==> config.mk <==
export PLATFORM = sky130hd
export DESIGN_NAME = sdram_cmd_ctrl
export DESIGN_NICKNAME = d
export VERILOG_FILES = /design/src/hdl/sdram_pkg.sv /design/src/hdl/sdram_port_arbiter.sv /design/src/hdl/sdram_page_tracker.sv /design/src/hdl/sdram_cmd_timer.sv /design/src/hdl/sdram_cmd_sequencer.sv /design/src/hdl/sdram_cmd_ctrl.sv
export VERILOG_INCLUDE_DIRS = /design/src /design/src/include
export SDC_FILE = /design/constraint.sdc
export NUM_CORES = 1
export LEC_CHECK = 0
export ABC_CLOCK_PERIOD_IN_PS = 3150
export BUFFER_PORTS_ARGS = -buffer_cell sky130_fd_sc_hd__buf_2
export CORE_MARGIN = 5
export CORE_UTILIZATION = 45
export CTS_BUF_LIST = sky130_fd_sc_hd__clkbuf_16
export DETAILED_ROUTE_END_ITERATION = 16
export MAX_ROUTING_LAYER = met4
export PLACE_DENSITY = 0.73
export SKIP_LAST_GASP = 1
export SLEW_MARGIN = 40
export SYNTH_ARGS = -nofsm -noshare
export SYNTH_HDL_FRONTEND = slang
export SYNTH_SLANG_ARGS = --single-unit
export TNS_END_PERCENT = 30
==> constraint.sdc <==
create_clock -name INPUT_CLK -period 3.15 [get_ports INPUT_CLK]
set_input_delay 0.315 -clock INPUT_CLK [delete_from_list [all_inputs] [get_ports INPUT_CLK]]
set_output_delay 0.315 -clock INPUT_CLK [all_outputs]
set_load 0.005 [all_outputs]
==> src/include/sdram_defines.svh <==
`ifndef SDRAM_DEFINES_SVH
`define SDRAM_DEFINES_SVH

// ---------------------------------------------------------------------
// port address layout: row 25..12, bank 11..9, column 8..0
// ---------------------------------------------------------------------
`define SDRAM_ADDR_W 26
`define SDRAM_ROW_W 14
`define SDRAM_BANK_W 3
`define SDRAM_COL_W 9
`define SDRAM_WE_W 4

// ---------------------------------------------------------------------
// idle cycles required after each command
// ---------------------------------------------------------------------
`define SDRAM_TMR_W 4
`define SDRAM_GAP_ACTV 3
`define SDRAM_GAP_READ 4
`define SDRAM_GAP_WRTE 5
`define SDRAM_GAP_PRCH 4
`define SDRAM_GAP_ARSR 10

`define SDRAM_PRCH_ALL 14'h0400 // A10 high, all banks

`endif

==> src/hdl/sdram_pkg.sv <==
`default_nettype none

`include "sdram_defines.svh"

package sdram_pkg;

  typedef logic [`SDRAM_ADDR_W-1:0] port_addr_t;
  typedef logic [`SDRAM_ROW_W-1:0] row_t;
  typedef logic [`SDRAM_BANK_W-1:0] bank_t;
  typedef logic [`SDRAM_COL_W-1:0] col_t;
  typedef logic [`SDRAM_ROW_W+`SDRAM_BANK_W-1:0] page_t; // {row, bank}
  typedef logic [`SDRAM_ROW_W-1:0] dram_addr_t;
  typedef logic [`SDRAM_WE_W-1:0] we_mask_t;
  typedef logic [`SDRAM_TMR_W-1:0] gap_t;

  // codes are {ras_n, cas_n, we_n}
  typedef enum logic [2:0] {
    NOOP = 3'b111,
    ACTV = 3'b011, // row open
    READ = 3'b101,
    WRTE = 3'b100,
    PRCH = 3'b010, // row close
    ARSR = 3'b001  // auto refresh
  } sdram_cmd_e;

endpackage

`default_nettype wire

==> src/hdl/sdram_port_arbiter.sv <==
`timescale 1ns/1ps
`default_nettype none

module sdram_port_arbiter (
  input  wire logic                  INPUT_CLK,
  input  wire logic                  RST,
  input  wire sdram_pkg::port_addr_t rand_addr,
  input  wire logic                  rand_write,
  input  wire logic                  rand_req,
  input  wire sdram_pkg::we_mask_t   rand_we,
  input  wire sdram_pkg::port_addr_t bulk_addr,
  input  wire logic                  bulk_write,
  input  wire logic                  bulk_req,
  input  wire sdram_pkg::we_mask_t   bulk_we,
  output logic                       sel_valid,
  output logic                       sel_bulk,
  output logic                       sel_write,
  output sdram_pkg::port_addr_t      sel_addr,
  output sdram_pkg::we_mask_t        sel_we
);

  import sdram_pkg::*;

  logic       rand_req_q;
  logic       bulk_req_q;
  logic       rand_write_q;
  logic       bulk_write_q;
  port_addr_t rand_addr_q;
  port_addr_t bulk_addr_q;
  we_mask_t   rand_we_q;
  we_mask_t   bulk_we_q;

  always_ff @(posedge INPUT_CLK)
  begin
    if (RST)
    begin
      rand_req_q <= 1'b0;
      bulk_req_q <= 1'b0;
    end
    else
    begin
      rand_req_q <= rand_req;
      bulk_req_q <= bulk_req;
    end
  end

  always_ff @(posedge INPUT_CLK)
  begin
    rand_write_q <= rand_write;
    bulk_write_q <= bulk_write;
    rand_addr_q  <= rand_addr;
    bulk_addr_q  <= bulk_addr;
    rand_we_q    <= rand_we;
    bulk_we_q    <= bulk_we;
  end

  assign sel_valid = bulk_req_q | rand_req_q;
  assign sel_bulk  = bulk_req_q; // bulk always wins
  assign sel_write = bulk_req_q ? bulk_write_q : rand_write_q;
  assign sel_addr  = bulk_req_q ? bulk_addr_q : rand_addr_q;
  assign sel_we    = bulk_req_q ? bulk_we_q : rand_we_q;

endmodule

`default_nettype wire

==> src/hdl/sdram_page_tracker.sv <==
`timescale 1ns/1ps
`default_nettype none

`include "sdram_defines.svh"

module sdram_page_tracker (
  input  wire logic                  INPUT_CLK,
  input  wire logic                  RST,
  input  wire sdram_pkg::sdram_cmd_e issued_cmd,
  input  wire sdram_pkg::port_addr_t sel_addr,
  output logic                       page_open,
  output logic                       page_hit,
  output sdram_pkg::bank_t           open_bank
);

  import sdram_pkg::*;

  page_t page_q;
  page_t sel_page;

  assign sel_page = sel_addr[`SDRAM_ADDR_W-1:`SDRAM_COL_W]; // row and bank

  // ---------------------------------------------------------------------
  // open page state
  // ---------------------------------------------------------------------
  always_ff @(posedge INPUT_CLK)
  begin
    if (RST)
    begin
      page_open <= 1'b0;
    end
    else if (issued_cmd == ACTV)
    begin
      page_open <= 1'b1;
    end
    else if (issued_cmd == PRCH)
    begin
      page_open <= 1'b0; // precharge closes every bank
    end
  end

  always_ff @(posedge INPUT_CLK)
  begin
    if (issued_cmd == ACTV)
    begin
      page_q <= sel_page;
    end
  end

  assign page_hit  = page_open && (sel_page == page_q);
  assign open_bank = page_q[`SDRAM_BANK_W-1:0]; // low field of page

endmodule

`default_nettype wire

==> src/hdl/sdram_cmd_timer.sv <==
`timescale 1ns/1ps
`default_nettype none

`include "sdram_defines.svh"

module sdram_cmd_timer (
  input  wire logic                  INPUT_CLK,
  input  wire logic                  RST,
  input  wire sdram_pkg::sdram_cmd_e issued_cmd,
  output logic                       timer_ready
);

  import sdram_pkg::*;

  gap_t count;
  gap_t load_gap;

  // gap per command kind
  always_comb
  begin
    case (issued_cmd)
      ACTV:    load_gap = gap_t'(`SDRAM_GAP_ACTV);
      READ:    load_gap = gap_t'(`SDRAM_GAP_READ);
      WRTE:    load_gap = gap_t'(`SDRAM_GAP_WRTE);
      PRCH:    load_gap = gap_t'(`SDRAM_GAP_PRCH);
      ARSR:    load_gap = gap_t'(`SDRAM_GAP_ARSR);
      default: load_gap = gap_t'(0);
    endcase
  end

  // loaded on the edge that puts the command on the bus, so the
  // count equals the number of NOOP cycles that follow it
  always_ff @(posedge INPUT_CLK)
  begin
    if (RST)
    begin
      count <= gap_t'(0);
    end
    else if (issued_cmd != NOOP)
    begin
      count <= load_gap;
    end
    else if (count != gap_t'(0))
    begin
      count <= count - gap_t'(1);
    end
  end

  assign timer_ready = (count == gap_t'(0));

endmodule

`default_nettype wire

==> src/hdl/sdram_cmd_sequencer.sv <==
`timescale 1ns/1ps
`default_nettype none

`include "sdram_defines.svh"

module sdram_cmd_sequencer (
  input  wire logic                  INPUT_CLK,
  input  wire logic                  RST,
  input  wire logic                  refresh_strobe,
  input  wire logic                  timer_ready,
  input  wire logic                  sel_valid,
  input  wire logic                  sel_bulk,
  input  wire logic                  sel_write,
  input  wire sdram_pkg::port_addr_t sel_addr,
  input  wire sdram_pkg::we_mask_t   sel_we,
  input  wire logic                  page_open,
  input  wire logic                  page_hit,
  input  wire sdram_pkg::bank_t      open_bank,
  output sdram_pkg::sdram_cmd_e      issued_cmd,
  output sdram_pkg::sdram_cmd_e      cmd,
  output sdram_pkg::dram_addr_t      dram_addr,
  output sdram_pkg::bank_t           bank,
  output sdram_pkg::we_mask_t        we_out,
  output logic                       grant_rand,
  output logic                       grant_bulk
);

  import sdram_pkg::*;

  logic       refresh_ack;
  logic       refresh_pending;
  logic       rw_issue;
  sdram_cmd_e next_cmd;
  row_t       sel_row;
  bank_t      sel_bank;
  col_t       sel_col;

  assign sel_row  = sel_addr[`SDRAM_ADDR_W-1 -: `SDRAM_ROW_W];
  assign sel_bank = sel_addr[`SDRAM_COL_W +: `SDRAM_BANK_W];
  assign sel_col  = sel_addr[`SDRAM_COL_W-1:0];

  assign refresh_pending = refresh_ack ^ refresh_strobe; // toggle seen

  // ---------------------------------------------------------------------
  // command choice
  // ---------------------------------------------------------------------
  always_comb
  begin
    next_cmd = NOOP;
    if (refresh_pending)
    begin
      next_cmd = page_open ? PRCH : ARSR; // close the page first
    end
    else if (sel_valid)
    begin
      if (page_hit)
        next_cmd = sel_write ? WRTE : READ;
      else if (page_open)
        next_cmd = PRCH; // wrong page open
      else
        next_cmd = ACTV;
    end
  end

  assign issued_cmd = timer_ready ? next_cmd : NOOP;
  assign rw_issue   = (issued_cmd == READ) || (issued_cmd == WRTE);

  always_ff @(posedge INPUT_CLK)
  begin
    if (RST)
      refresh_ack <= refresh_strobe;
    else if (issued_cmd == ARSR)
      refresh_ack <= refresh_strobe;
  end

  // ---------------------------------------------------------------------
  // issue registers
  // ---------------------------------------------------------------------
  always_ff @(posedge INPUT_CLK)
  begin
    if (RST)
    begin
      cmd        <= NOOP;
      grant_rand <= 1'b0;
      grant_bulk <= 1'b0;
    end
    else
    begin
      cmd        <= issued_cmd;
      grant_rand <= rw_issue & ~sel_bulk;
      grant_bulk <= rw_issue & sel_bulk;
    end
  end

  always_ff @(posedge INPUT_CLK)
  begin
    case (issued_cmd)
      ACTV:
      begin
        dram_addr <= sel_row;
        bank      <= sel_bank;
      end
      READ, WRTE:
      begin
        dram_addr <= {{(`SDRAM_ROW_W-`SDRAM_COL_W-1){1'b0}}, sel_col, 1'b0};
        bank      <= open_bank;
        we_out    <= sel_we;
      end
      PRCH:    dram_addr <= `SDRAM_PRCH_ALL;
      default: ; // pins hold
    endcase
  end

endmodule

`default_nettype wire

==> src/hdl/sdram_cmd_ctrl.sv <==
`timescale 1ns/1ps
`default_nettype none

module sdram_cmd_ctrl (
  input  wire logic                  INPUT_CLK,
  input  wire logic                  RST,
  input  wire logic                  refresh_strobe,
  input  wire sdram_pkg::port_addr_t rand_addr,
  input  wire logic                  rand_write,
  input  wire logic                  rand_req,
  input  wire sdram_pkg::we_mask_t   rand_we,
  input  wire sdram_pkg::port_addr_t bulk_addr,
  input  wire logic                  bulk_write,
  input  wire logic                  bulk_req,
  input  wire sdram_pkg::we_mask_t   bulk_we,
  output logic                       grant_rand,
  output logic                       grant_bulk,
  output sdram_pkg::sdram_cmd_e      cmd,
  output sdram_pkg::dram_addr_t      dram_addr,
  output sdram_pkg::bank_t           bank,
  output sdram_pkg::we_mask_t        we_out
);

  import sdram_pkg::*;

  logic       sel_valid;
  logic       sel_bulk;
  logic       sel_write;
  port_addr_t sel_addr;
  we_mask_t   sel_we;
  logic       page_open;
  logic       page_hit;
  bank_t      open_bank;
  sdram_cmd_e issued_cmd;
  logic       timer_ready;

  sdram_port_arbiter u_arbiter (
    .INPUT_CLK  (INPUT_CLK),
    .RST        (RST),
    .rand_addr  (rand_addr),
    .rand_write (rand_write),
    .rand_req   (rand_req),
    .rand_we    (rand_we),
    .bulk_addr  (bulk_addr),
    .bulk_write (bulk_write),
    .bulk_req   (bulk_req),
    .bulk_we    (bulk_we),
    .sel_valid  (sel_valid),
    .sel_bulk   (sel_bulk),
    .sel_write  (sel_write),
    .sel_addr   (sel_addr),
    .sel_we     (sel_we)
  );

  sdram_page_tracker u_tracker (
    .INPUT_CLK  (INPUT_CLK),
    .RST        (RST),
    .issued_cmd (issued_cmd),
    .sel_addr   (sel_addr),
    .page_open  (page_open),
    .page_hit   (page_hit),
    .open_bank  (open_bank)
  );

  sdram_cmd_timer u_timer (
    .INPUT_CLK   (INPUT_CLK),
    .RST         (RST),
    .issued_cmd  (issued_cmd),
    .timer_ready (timer_ready)
  );

  sdram_cmd_sequencer u_sequencer (
    .INPUT_CLK      (INPUT_CLK),
    .RST            (RST),
    .refresh_strobe (refresh_strobe),
    .timer_ready    (timer_ready),
    .sel_valid      (sel_valid),
    .sel_bulk       (sel_bulk),
    .sel_write      (sel_write),
    .sel_addr       (sel_addr),
    .sel_we         (sel_we),
    .page_open      (page_open),
    .page_hit       (page_hit),
    .open_bank      (open_bank),
    .issued_cmd     (issued_cmd),
    .cmd            (cmd),
    .dram_addr      (dram_addr),
    .bank           (bank),
    .we_out         (we_out),
    .grant_rand     (grant_rand),
    .grant_bulk     (grant_bulk)
  );

endmodule

`default_nettype wire

======== Yosys cells after proc, flatten, opt, wreduce, memory -nomap -nowiden ========
Cells that the tools add are included.
operators by class
  add/subtract/negate cells ............... 1
  eq/ne operators ......................... 7
  mux-type cells .......................... 19
  bitwise gates (word level) .............. 5
  reduce and logical (&&, ||, !) cells .... 11
operators by type and width
  operator             count
  $pmux 14 s3          1
  $mux 26              1
  $eq 17x17->1         1
  $pmux 4 s4           1
  $mux 3               4
  $mux 4               3
  $reduce_bool 2->1    4
  $mux 1               7
  $eq 3x2->1 const B   2
  $eq 3x3->1 const B   2
  $pmux 3 s2           1
  $logic_not 4->1      1
  $reduce_bool 4->1    1
  $reduce_or 2->1      2
  $sub 4x1->4 const B  1
  $eq 3x1->1 const B   1
  $ne 3x3->1 const B   1
  $reduce_bool 3->1    1
  $and 1x1->1          2
  $mux 2               1
  $logic_and 1x1->1    1
  $logic_or 1x1->1     1
  $not 1->1            1
  $or 1x1->1           1
  $xor 1x1->1          1
storage, ports and cells
  register bits after elaboration ......... 113
  input bits .............................. 67
  output and inout bits ................... 26
  word-level logic and storage cells ...... 61

======== Logic depth before layout (Yosys ltp) ========
Gate-level depths: netlist (run 1).
  word-level depth ........................ 11
  depth in mapped cells ................... 10
  depth with buffers taken out ............ 8

======== Cells and area by module ========
From an unflattened synthesis (run 1), not the netlist that was laid out.
unflattened totals
  cells, all modules ...................... 290
  area total of the unflattened synthesis .. 4171.5 µm²
modules (own cells, without submodules)
  module               instances  cells each  area each (µm²)  sequential area each (µm²)
  sdram_port_arbiter   1          102         1829.3           1281.2
  sdram_cmd_sequencer  1          110         1311.3           760.7
  sdram_page_tracker   1          49          767.0            530.5
  sdram_cmd_timer      1          29          264.0            80.1

======== Worst setup path before layout (run 1) ========
OpenSTA, ideal clock, no wires.
  kind .................................... reg2reg
  from .................................... reg u_arbiter.bulk_req_q (netlist: u_arbiter.sel_bulk)
  to ...................................... reg u_sequencer.bank[0] (enable)
  library setup time ...................... 0.302 ns
  data arrival time ....................... 2.275 ns
  data required time ...................... 2.848 ns
  slack ................................... 0.573 ns
  stages on the path, launching flop included .. 10
  buffers on the path ..................... 3
  clock period less this slack ............ 2.577 ns
  cell sequence ........................... dfxtp_1 buf_6 mux2_4 xor2_1 nor4_2 nand3_1 or4_1 buf_2 buf_6 nand2_1
between the ends
  cells in the longest elaborated chain, start to end .. 10
  elaborated cells on any way between the ends .. 15
  classes of those cells .................. eq/ne: 4; mux: 7; bitwise: 1; reduce/logical: 3
RTL lines
  item                             RTL line                    RTL
  start, declared                  sdram_port_arbiter.sv:25    logic bulk_req_q;
  start signal, assigned           sdram_port_arbiter.sv:43    bulk_req_q <= bulk_req;
  $mux 26 (*)                      sdram_port_arbiter.sv:60    assign sel_addr = bulk_req_q ? bulk_addr_q : rand_addr_q;
  via sel_addr[13]                 sdram_cmd_ctrl.sv:29        port_addr_t sel_addr;
  $eq 17x17->1 (*)                 sdram_page_tracker.sv:50    assign page_hit = page_open && (sel_page == page_q);
  $logic_and 1x1->1 (*)            sdram_page_tracker.sv:50
  $mux 3 (*)                       sdram_cmd_sequencer.sv:56   if (page_hit)
  $mux 3 (*)                       sdram_cmd_sequencer.sv:54   else if (sel_valid)
  $mux 3 (*)                       sdram_cmd_sequencer.sv:50   if (refresh_pending)
  $mux 3 (*)                       sdram_cmd_sequencer.sv:65   assign issued_cmd = timer_ready ? next_cmd : NOOP;
  $eq 3x3->1                       sdram_cmd_sequencer.sv:97   case (issued_cmd)
  $reduce_or 2->1                  sdram_cmd_sequencer.sv:97
  $reduce_bool 2->1 (no line) (*)  -
  end signal, assigned             sdram_cmd_sequencer.sv:101  bank <= sel_bank;
  end signal, assigned             sdram_cmd_sequencer.sv:106  bank <= open_bank;
  end, declared                    sdram_cmd_sequencer.sv:22   output sdram_pkg::bank_t bank,
The timed path passes the listed nets; every way through them passes the cells marked *.
A chain may end at the register's enable or synchronous reset.

======== Worst setup path after layout (run 1) ========
  from .................................... reg u_arbiter.bulk_req_q (netlist: u_arbiter.sel_bulk)
  to ...................................... reg u_sequencer.dram_addr[5] (data pin)
between the ends
  cells in the longest elaborated chain, start to end .. 10
  elaborated cells on any way between the ends .. 16
  classes of those cells .................. eq/ne: 5; mux: 8; bitwise: 1; reduce/logical: 2
RTL lines
  item                   RTL line                    RTL
  $mux 26 (*)            sdram_port_arbiter.sv:60
  via sel_addr[10]       sdram_cmd_ctrl.sv:29
  $eq 17x17->1 (*)       sdram_page_tracker.sv:50
  $logic_and 1x1->1 (*)  sdram_page_tracker.sv:50
  $mux 3 (*)             sdram_cmd_sequencer.sv:56
  $mux 3 (*)             sdram_cmd_sequencer.sv:54
  $mux 3 (*)             sdram_cmd_sequencer.sv:50
  $mux 3 (*)             sdram_cmd_sequencer.sv:65
  $eq 3x3->1             sdram_cmd_sequencer.sv:97
  $reduce_or 2->1        sdram_cmd_sequencer.sv:97
  $pmux 14 s3 (*)        sdram_cmd_sequencer.sv:97
  end signal, assigned   sdram_cmd_sequencer.sv:100  dram_addr <= sel_row;
  end signal, assigned   sdram_cmd_sequencer.sv:105  dram_addr <= {{(`SDRAM_ROW_W-`SDRAM_COL_W-1){1'b0}}, sel_col, 1'b0};
  end signal, assigned   sdram_cmd_sequencer.sv:109  PRCH: dram_addr <= `SDRAM_PRCH_ALL;
  end, declared          sdram_cmd_sequencer.sv:21   output sdram_pkg::dram_addr_t dram_addr,
Marks and branches as above.

==> results of run 1 <==
==> power groups by stage <==
stage	clock (mW)	combinational [mW]	sequential, mW
4_1_cts	1.74	0.618	1.81
3_3_place_gp	0	0.584	1.83
2_1_floorplan	0	0.373	1.83
6_report	1.71	0.636	1.81
5_1_grt	1.82	0.708	1.82
3_5_place_dp	0	0.598	1.83
==> how the worst max path moves through the flow <==
stage	from	to	slack, ps	depth (start not counted)
2_1_floorplan	u_arbiter.sel_bulk$_SDFF_PP0_	u_sequencer.bank[0]$_DFFE_PP_	570	9
3_3_place_gp	u_arbiter.sel_bulk$_SDFF_PP0_	u_sequencer.dram_addr[7]$_DFFE_PP_	250	9
3_5_place_dp	u_arbiter.sel_bulk$_SDFF_PP0_	u_sequencer.dram_addr[5]$_DFFE_PP_	190	9
4_1_cts	u_arbiter.sel_bulk$_SDFF_PP0_	u_sequencer.dram_addr[5]$_DFFE_PP_	140	9
5_1_grt	u_arbiter.sel_bulk$_SDFF_PP0_	u_sequencer.dram_addr[3]$_DFFE_PP_	20	9
6_report	u_arbiter.sel_bulk$_SDFF_PP0_	u_sequencer.dram_addr[5]$_DFFE_PP_	180	9
==> final cells by class <==
type | instances | area [um2]
fillers | 576 | 2990
clock inverters | 14 | 96.3
inverters | 9 | 33.8
well taps | 105 | 131
clock buffers | 18 | 450
multi-input cells | 133 | 1040
flip-flops and latches | 113 | 2650
repair buffers | 129 | 821
==> cell families (layout without fill, tap and decap cells) <==
group                      count (synthesis)  after routing  synth area share
and+or+nand+nor                           52             52            0.0781
AOI/OAI and AO/OA                         25             25            0.0407
adders and majority gates                  2              2           0.00662
muxes                                     35             35             0.101
buffers and inverters                     19            170            0.0272
xor gates and xnor gates                  19             19            0.0440
DFF                                      113            113             0.702
==> state kept, by name, indices dropped and copies added, names as in the netlist, 3 cells and up <==
register and count:
u_timer.count 4, u_arbiter.rand_addr_q 26, u_sequencer.we_out 4, u_arbiter.rand_we_q 4
u_sequencer.cmd 3, u_arbiter.bulk_addr_q 26, u_tracker.page_q 17, u_sequencer.bank 3
u_sequencer.dram_addr 14, u_arbiter.bulk_we_q 4
==> cell usage in the layout, fill, tap and decap left out, drive strengths merged, types with 14 or more instances in the layout <==
cell | Yosys | routed
mux2 | 20 | 20
clkbuf | 5 | 18
o21ai | 14 | 14
dlygate4sd3 | 0 | 28
inv | 9 | 15
dfxtp | 74 | 74
xor2 | 14 | 14
mux2i | 15 | 15
buf | 5 | 101
edfxtp | 39 | 39
==> per-stage QoR <==
stage / util / std cells / setup slack [ps] / cell area, um2
2_1_floorplan: - / 265 / 573 / 3780
3_3_place_gp: 0.533 / 461 / 251 / 4380
3_5_place_dp: 0.533 / 461 / 189 / 4380
4_1_cts: 0.611 / 502 / 136 / 5020
5_1_grt: 0.636 / 521 / 16.6 / 5230
6_report: 0.636 / 521 / 177 / 5230
==> worst reg2reg max path: stages, from the launching register on <==
cell	delay, ps
dfxtp_2	450
buf_12	210
mux2_2	390
xor2_1	160
nor4_2	330
nand3_1	200
or4_4	600
buf_4	220
nand3_1	90
o21ai_1	70
==> per-layer routing <==
| layer | vias to the layer above | track usage | wire (um) |
|---|---|---|---|
| li1 | 1213 | - | - |
| met1 | 1161 | 0.193 | 3140 |
| met2 | 98 | 0.255 | 3940 |
| met3 | 5 | 0.0647 | 576 |
| met4 | 0 | 0.0542 | 52 |
| met5 | - | - | 0 |
==> repair_timing <==
item	CTS	global route
hold endpoints to repair	9	19
resized for setup	0	2
buffers inserted	0	0
hold buffers	9	19
setup endpoints to repair	0	9
==> impl_metrics.py, run 1 <==
metrics = {
    "yosys": {
        "ys_warn_count": 0,
        "synth_common_cells": "dfxtp_1, edfxtp_1, mux2_2",
        "synth.ff_latch_count": 113,
        "yosys_most_used_dff": "dfxtp_1",
        "synth_area_leaders": "dfxtp_1, edfxtp_1, mux2_2",
        "synthCells": 265,
        "synth_fp_nets": 334,
        "ys_seq_area_frac": 0.702,
        "yosys.area.top_type": "dfxtp_1",
        "syn_avg_cell_area_um2": 14.3,
        "synthArstFlopShare": 0,
        "syn-cell-area_um2": 3780,
        "yosysMostFrequentCell": "dfxtp_1",
        "netlist.area_leader.share": 0.392,
        "ys_types": 37,
        "synth-edff-count": 39,
    },
    "global_routing": {
        "grt_pass1_vias": 2472,
        "grt_overflow_total": 0,
        "grt_max_degree": 20,
        "grt_pass1_wl_um": 12000,
        "track_usage": 0.163,
        "grt_antenna_before_repair": 0,
    },
    "worst_setup_path": {
        "arrival_ps": 3110,
        "cp-end-kind": "register",
        "worst-endpoint-required_ps": 3290,
        "cp_top_family": "simple AND/OR/NAND/NOR gates",
        "path_common_cell": "nand3_1",
        "r2r_cells": 9,
        "critical_path.max_fanout": 19,
        "startpoint_type": "register",
        "cp_num_buf_inv": 2,
        "crit_chain": "buf_12 > mux2_2 > xor2_1 > nor4_2 > nand3_1 > or4_4 > buf_4 > nand3_1 > o21ai_1",
        "slowest_stage": "or4_4",
        "regToRegSetupSlack_ps": 180,
        "r2r_end": "u_sequencer.dram_addr[5]$_DFFE_PP_",
        "max_stage_delay_ps": 600,
        "critPathKind": "register to register",
        "reg2reg_from": "u_arbiter.sel_bulk$_SDFF_PP0_",
    },
    "die": {
        "num_io_pins": 93,
        "rows": 33,
        "die_x_um": 102,
        "start_util": 0.460,
        "die_y_um": 102,
        "core_area_um2": 8220,
        "die_area_um2": 10300,
    },
    "timing": {
        "tightest_slew_ps": 582,
        "max_freq_mhz": 336,
        "period_share": 0.944,
        "rsz0062_at_grt": "false",
        "setup_tns_ps": 0,
        "hold_viol": 0,
        "maxSlewViolCount": 0,
        "setup_viol": 0,
        "slew_headroom": 0.610,
        "fin_hold_ws_ps": 13.0,
        "min_period_ps": 2970,
        "worst_clock_skew_ps": 9.32,
    },
    "final_layout": {
        "drive_above_1_share": 0.375,
        "area_growth_pct": 38.3,
        "final_nets": 472,
        "antenna_cells": 0,
    },
    "drt": {
        "drtIter0Drc": 130,
        "vias_per_cell": 4.75,
        "via_count": 2477,
        "dr.pass1.iters": 4,
        "drt-total-wl_um": 7710,
        "antenna_left": 0,
        "routedWlPerCell_um": 14.8,
        "drc": 0,
    },
    "power": {
        "comb_power_share": 0.153,
        "switching_share": 0.247,
        "irDropWorstVdd_mv": 0.455,
        "fin_total_pwr_mw": 4.16,
        "leakage_nw": 2.20,
        "pwr-share-clk": 0.412,
        "power.density_nw_per_um2": 796,
        "p_sw_mw": 1.03,
        "power_frac_seq": 0.435,
        "p_int_mw": 3.13,
    },
    "clock_network": {
        "cts_tree": "yes",
        "h-tree-depth": 4,
        "cts_root_buf": "clkbuf_16",
        "clkSinkCount": 113,
        "clkLatencyLatePin_ps": 400,
        "clk_pin_slew_worst_paths_ps": 50,
        "numCtsBuffers": 17,
        "clock_path_buffers": 2,
    },
    "min_path": {
        "hold_class": "primary input to register",
        "min_to": "u_arbiter.rand_addr_q[12]$_DFF_P_",
        "hold_depth": 1,
        "worstHoldStart": "rand_addr[12]",
    },
    "placement": {
        "gp_congestion": 0.890,
        "numPortBuffers": 92,
        "dpl.hpwl_um": 5200,
    },
    "flow_run": {
        "drv_cap": 0,
    },
    "run_status": {
        "status": "complete, no violations",
    },
}
No activity file was read; power rests on OpenSTA's default activity.
==> inputs of run 2 (changes only) <==
Settings changed: CTS_BUF_LIST sky130_fd_sc_hd__clkbuf_16 to not set.
==> run 2 against run 1 <==
Combinational power grew 6.4%. Power up 2.4%. Final area grew 7.0%. Core utilization is 4.5 points higher. Sequential share of layout area down 3.3 points. Largest cell class unchanged. Largest power group unchanged. Highest routed layer unchanged.
==> impl_metrics.py, run 2 (synthesized netlist as in run 1, its figures left out) <==
metrics = {
    "final_layout": {
        "fillers": 527,
        "top_regs": "u_arbiter.bulk_addr_q x26, u_arbiter.rand_addr_q x26, u_tracker.page_q x17",
        "final_util": 0.681,
        "area_growth_pct": 48.0,
        "drive_above_1_share": 0.353,
        "final_nets": 507,
        "antenna_cells": 0,
        "final_common_cell": "buf_2",
        "final_cell_mix": "buf_2, dfxtp_1, dlygate4sd3_1",
    },
    "timing": {
        "slew_headroom": 0.607,
        "maxSlewViolCount": 0,
        "period_share": 0.950,
        "setup_tns_ps": 0,
        "max_freq_mhz": 334,
        "tightest_slew_ps": 587,
        "min_period_ps": 2990,
        "setup_viol": 0,
        "fin_hold_ws_ps": 36.6,
        "hold_viol": 0,
        "worst_clock_skew_ps": 10.2,
        "rsz0062_at_grt": "false",
    },
    "power": {
        "p_int_mw": 3.20,
        "power_frac_seq": 0.426,
        "fin_total_pwr_mw": 4.26,
        "pwr-share-clk": 0.415,
        "irDropWorstVdd_mv": 0.428,
        "comb_power_share": 0.159,
        "p_sw_mw": 1.05,
        "switching_share": 0.247,
        "leakage_nw": 2.34,
        "power.density_nw_per_um2": 761,
    },
    "die": {
        "die_area_um2": 10300,
        "rows": 33,
        "num_io_pins": 93,
        "die_y_um": 102,
        "core_area_um2": 8220,
        "start_util": 0.460,
        "die_x_um": 102,
    },
    "clock_network": {
        "numCtsBuffers": 17,
        "clkLatencyLatePin_ps": 510,
        "cts_tree": "yes",
        "cts_root_buf": "clkbuf_8",
        "h-tree-depth": 4,
        "clkSinkCount": 113,
        "clk_pin_slew_worst_paths_ps": 50,
        "clock_path_buffers": 2,
    },
    "drt": {
        "m1WireLength_um": 3460,
        "top_layer_used": "met4",
        "drtIter0Drc": 142,
        "dr_wl_met3_um": 541,
        "via_count": 2647,
        "drc": 0,
        "routedWlPerCell_um": 15.9,
        "antenna_left": 0,
        "vias_per_cell": 4.76,
        "dr.pass1.iters": 4,
        "route.met2.wl_um": 4680,
        "drt-total-wl_um": 8830,
    },
    "flow_run": {
        "drv_cap": 0,
    },
    "global_routing": {
        "grt_pass1_vias": 2907,
        "grt_antenna_before_repair": 0,
        "grt_pass1_wl_um": 14100,
        "grt_overflow_total": 0,
        "track_usage": 0.190,
        "grt_max_degree": 20,
    },
    "placement": {
        "dpl.hpwl_um": 5200,
        "gp_congestion": 0.890,
        "numPortBuffers": 92,
    },
    "min_path": {
        "hold_class": "primary input to register",
    },
    "run_status": {
        "status": "complete, no violations",
    },
    "worst_setup_path": {
        "path_common_cell": "nand3_1",
        "cp-end-kind": "register",
        "slowest_stage": "or4_4",
        "startpoint_type": "register",
        "arrival_ps": 3250,
        "max_stage_delay_ps": 590,
        "crit_chain": "buf_12 > mux2_2 > xor2_1 > nor4_2 > nand3_1 > or4_4 > buf_4 > nand3_1 > o21ai_1",
        "worst-endpoint-required_ps": 3400,
        "critical_path.max_fanout": 19,
        "critPathKind": "register to register",
    },
}
run 2: worst paths after layout:
check / start / to / slack [ps] / depth (start not counted)
worst max-delay path: u_arbiter.sel_bulk$_SDFF_PP0_ / u_sequencer.dram_addr[7]$_DFFE_PP_ / 160 / 9
worst min-delay path: bulk_req / u_arbiter.sel_bulk$_SDFF_PP0_ / 40 / 2
worst max register to register: u_arbiter.sel_bulk$_SDFF_PP0_ / u_sequencer.dram_addr[7]$_DFFE_PP_ / 160 / 9
worst min register to register: u_timer.count[3]$_SDFFE_PP0P_ / u_timer.count[3]$_SDFFE_PP0P_ / 510 / 2
run 2: what timing repair did:
item / in CTS / in global routing
gates resized for setup: 0 / 2
endpoints found under the hold margin: 63 / 0
setup endpoints to repair: 0 / 9
hold buffers: 63 / 0
buffers inserted: 0 / 0
run 2: cell type report:
class,count,area [um2],area share
sequential,113,2650,0.475
timing repair buffer,164,1170,0.209
multi-input combinational,133,1040,0.185
clock buffer,24,492,0.0879
tap,105,131,0.0235
clock inverter,8,73.8,0.0132
inverter,9,33.8,0.00604
run 2: per-stage QoR:
stage | setup WS [ps] | std cells | cell area (um2)
final | 159 | 556 | 5590
after global routing | 42.2 | 556 | 5590
after CTS | 140 | 556 | 5580
after detailed placement | 189 | 461 | 4380
after global placement | 251 | 461 | 4380
after floorplan | 573 | 265 | 3780
run 2: routing by layer:
metal,GRT usage,vias up
li1,-,1285
met1,0.203,1235
met2,0.330,107
met3,0.0572,20
met4,0.0726,0
met5,-,-
run 2: worst max-delay path, delay by kind of cell, from the launching register on:
| family | cells | cell delay, ps |
|---|---|---|
| compound gates | 1 | 70 |
| xor+xnor | 1 | 170 |
| mux | 1 | 390 |
| flops | 1 | 450 |
| buf+inv | 2 | 430 |
| simple gates | 4 | 1220 |
run 2: power groups by stage:
stage	registers, mW	logic, mW	clock network (mW)
floorplan	1.83	0.373	0
global placement	1.83	0.584	0
detailed placement	1.83	0.598	0
CTS	1.81	0.668	1.78
global route	1.83	0.746	1.86
finish	1.81	0.677	1.77
==> inputs of run 3 (changes only) <==
--- a/config.mk
+++ b/config.mk
@@ -10,3 +10,3 @@
 export BUFFER_PORTS_ARGS = -buffer_cell sky130_fd_sc_hd__buf_2
-export CORE_MARGIN = 5
+export CORE_MARGIN = 2
 export CORE_UTILIZATION = 45
@@ -14,3 +14,3 @@
 export MAX_ROUTING_LAYER = met4
-export PLACE_DENSITY = 0.73
+export PLACE_DENSITY = 0.72
 export SKIP_LAST_GASP = 1
--- a/constraint.sdc
+++ b/constraint.sdc
@@ -3,2 +3,2 @@
 set_output_delay 0.315 -clock INPUT_CLK [all_outputs]
-set_load 0.005 [all_outputs]
+set_load 0.1 [all_outputs]
==> run 3 against run 2 <==
Final cell count unchanged. Via count increased by 1.4%. Routed wire length decreased by 0.15%. Clock skew increased by 4.4 ps. Power increased by 7.6%. Critical endpoint is now u_sequencer.dram_addr[3]$_DFFE_PP_. Largest power group unchanged.
==> impl_metrics.py, run 3 (synthesized netlist as in run 1, its figures left out) <==
metrics = {
    "worst_setup_path": {
        "worst-endpoint-required_ps": 3410,
        "critical_path.max_fanout": 19,
        "critPathKind": "register to register",
        "arrival_ps": 3200,
        "cp-end-kind": "register",
        "startpoint_type": "register",
    },
    "power": {
        "pwr-share-clk": 0.369,
        "switching_share": 0.321,
        "power.density_nw_per_um2": 825,
        "leakage_nw": 2.33,
        "comb_power_share": 0.235,
        "power_frac_seq": 0.396,
        "p_sw_mw": 1.47,
        "p_int_mw": 3.11,
        "irDropWorstVdd_mv": 0.540,
    },
    "clock_network": {
        "clkSinkCount": 113,
        "clk_pin_slew_worst_paths_ps": 50,
        "post-cts-setup-buffer-count": 0,
        "h-tree-depth": 4,
        "cts_tree": "yes",
        "cts_root_buf": "clkbuf_8",
        "clock_path_buffers": 2,
        "clkLatencyLatePin_ps": 520,
        "numCtsBuffers": 17,
    },
    "global_routing": {
        "grt_pass1_wl_um": 13700,
        "grt_max_degree": 20,
        "grt_pass1_vias": 2836,
        "track_usage": 0.215,
        "grt_antenna_before_repair": 0,
        "grt_overflow_total": 0,
    },
    "die": {
        "die_y_um": 95.6,
        "num_io_pins": 93,
        "rows": 33,
        "die_area_um2": 9150,
        "start_util": 0.462,
        "core_area_um2": 8180,
        "die_x_um": 95.6,
    },
    "timing": {
        "maxSlewViolCount": 0,
        "worst_clock_skew_ps": 14.6,
        "hold_viol": 0,
        "min_period_ps": 2940,
        "setup_tns_ps": 0,
        "rsz0062_at_grt": "false",
        "max_freq_mhz": 340,
        "slew_headroom": 0.533,
        "setup_viol": 0,
        "tightest_slew_ps": 695,
        "period_share": 0.934,
    },
    "final_layout": {
        "fillers": 567,
        "final_cell_mix": "buf_2, dfxtp_1, dlygate4sd3_1",
        "final_nets": 507,
        "antenna_cells": 0,
        "top_regs": "u_arbiter.bulk_addr_q x26, u_arbiter.rand_addr_q x26, u_tracker.page_q x17",
        "final_cell_count_no_fill": 556,
        "drive_above_1_share": 0.348,
        "area_growth_pct": 46.9,
        "final_common_cell": "buf_2",
    },
    "flow_run": {
        "drv_cap": 0,
    },
    "placement": {
        "numPortBuffers": 92,
        "gp_congestion": 0.819,
        "dp.cells": 462,
        "dpl.hpwl_um": 5300,
    },
    "drt": {
        "drc": 0,
        "vias_per_cell": 4.83,
        "via_count": 2685,
        "drt-total-wl_um": 8820,
        "antenna_left": 0,
        "drtIter0Drc": 114,
        "dr.pass1.iters": 5,
        "routedWlPerCell_um": 15.9,
    },
    "run_status": {
        "status": "complete, no violations",
    },
    "min_path": {
        "hold_class": "primary input to register",
    },
}
[run 3: through the flow]
step | cell area (um2) | setup WS (ps) | util | power, mW | hold WS (ps)
after floorplan | 3780 | 573 | - | 2.60 | 343
after global placement | 4390 | 349 | 0.537 | 2.83 | 417
after detailed placement | 4390 | 256 | 0.537 | 2.84 | 419
after CTS | 5550 | 226 | 0.678 | 4.60 | 2.81
after global routing | 5550 | 22.0 | 0.679 | 4.76 | 13.9
final | 5550 | 209 | 0.679 | 4.58 | 20.3
[run 3: path summary, 6_finish.rpt]
path / startpoint / end / slack [ps] / cells after the start
max: u_arbiter.sel_bulk$_SDFF_PP0_ / u_sequencer.dram_addr[3]$_DFFE_PP_ / 210 / 9
min: refresh_strobe / u_sequencer.refresh_ack$_DFFE_PP_ / 20 / 1
max reg2reg: u_arbiter.sel_bulk$_SDFF_PP0_ / u_sequencer.dram_addr[3]$_DFFE_PP_ / 210 / 9
min reg2reg: u_tracker.page_open$_SDFFE_PP0P_ / u_tracker.page_open$_SDFFE_PP0P_ / 530 / 2
[run 3: layer usage]
layer,vias up,global-route usage,share of wire
met5,-,-,0
met4,0,0.0929,0.026
li1,1289,-,-
met1,1287,0.235,0.40
met2,92,0.358,0.53
met3,17,0.0711,0.047
[run 3: repair_timing]
action                                  in CTS  in global routing
hold buffers                                62                  0
gates resized for setup                      0                  1
endpoints found under the hold margin       62                  0
endpoints found under the setup margin       0                  8
[run 3: power by group through the flow]
stage	registers [mW]	clock network, mW	logic [mW]
after detailed placement	1.84	0	1.01
after global routing	1.83	1.79	1.15
after floorplan	2.23	0	0.373
final	1.81	1.69	1.08
after CTS	1.81	1.71	1.07
after global placement	1.83	0	0.992
[run 3: cell type report]
cell class,count,area (um2),share of cell area
Clock buffer,24,482,0.0868
Clock inverter,8,52.6,0.00947
Inverter,9,33.8,0.00609
Multi-Input combinational cell,133,1030,0.185
Sequential cell,113,2650,0.478
Tap cell,105,131,0.0237
Timing Repair Buffer,164,1170,0.211
[run 3: critical path, stage by stage (launching register included)]
cell and delay, ps:
dfxtp_2 430, buf_12 190, mux2_4 330, xor2_1 150
nor4_2 340, nand3_1 170, or4_1 640, buf_4 250
nand3_1 100, o21ai_1 70
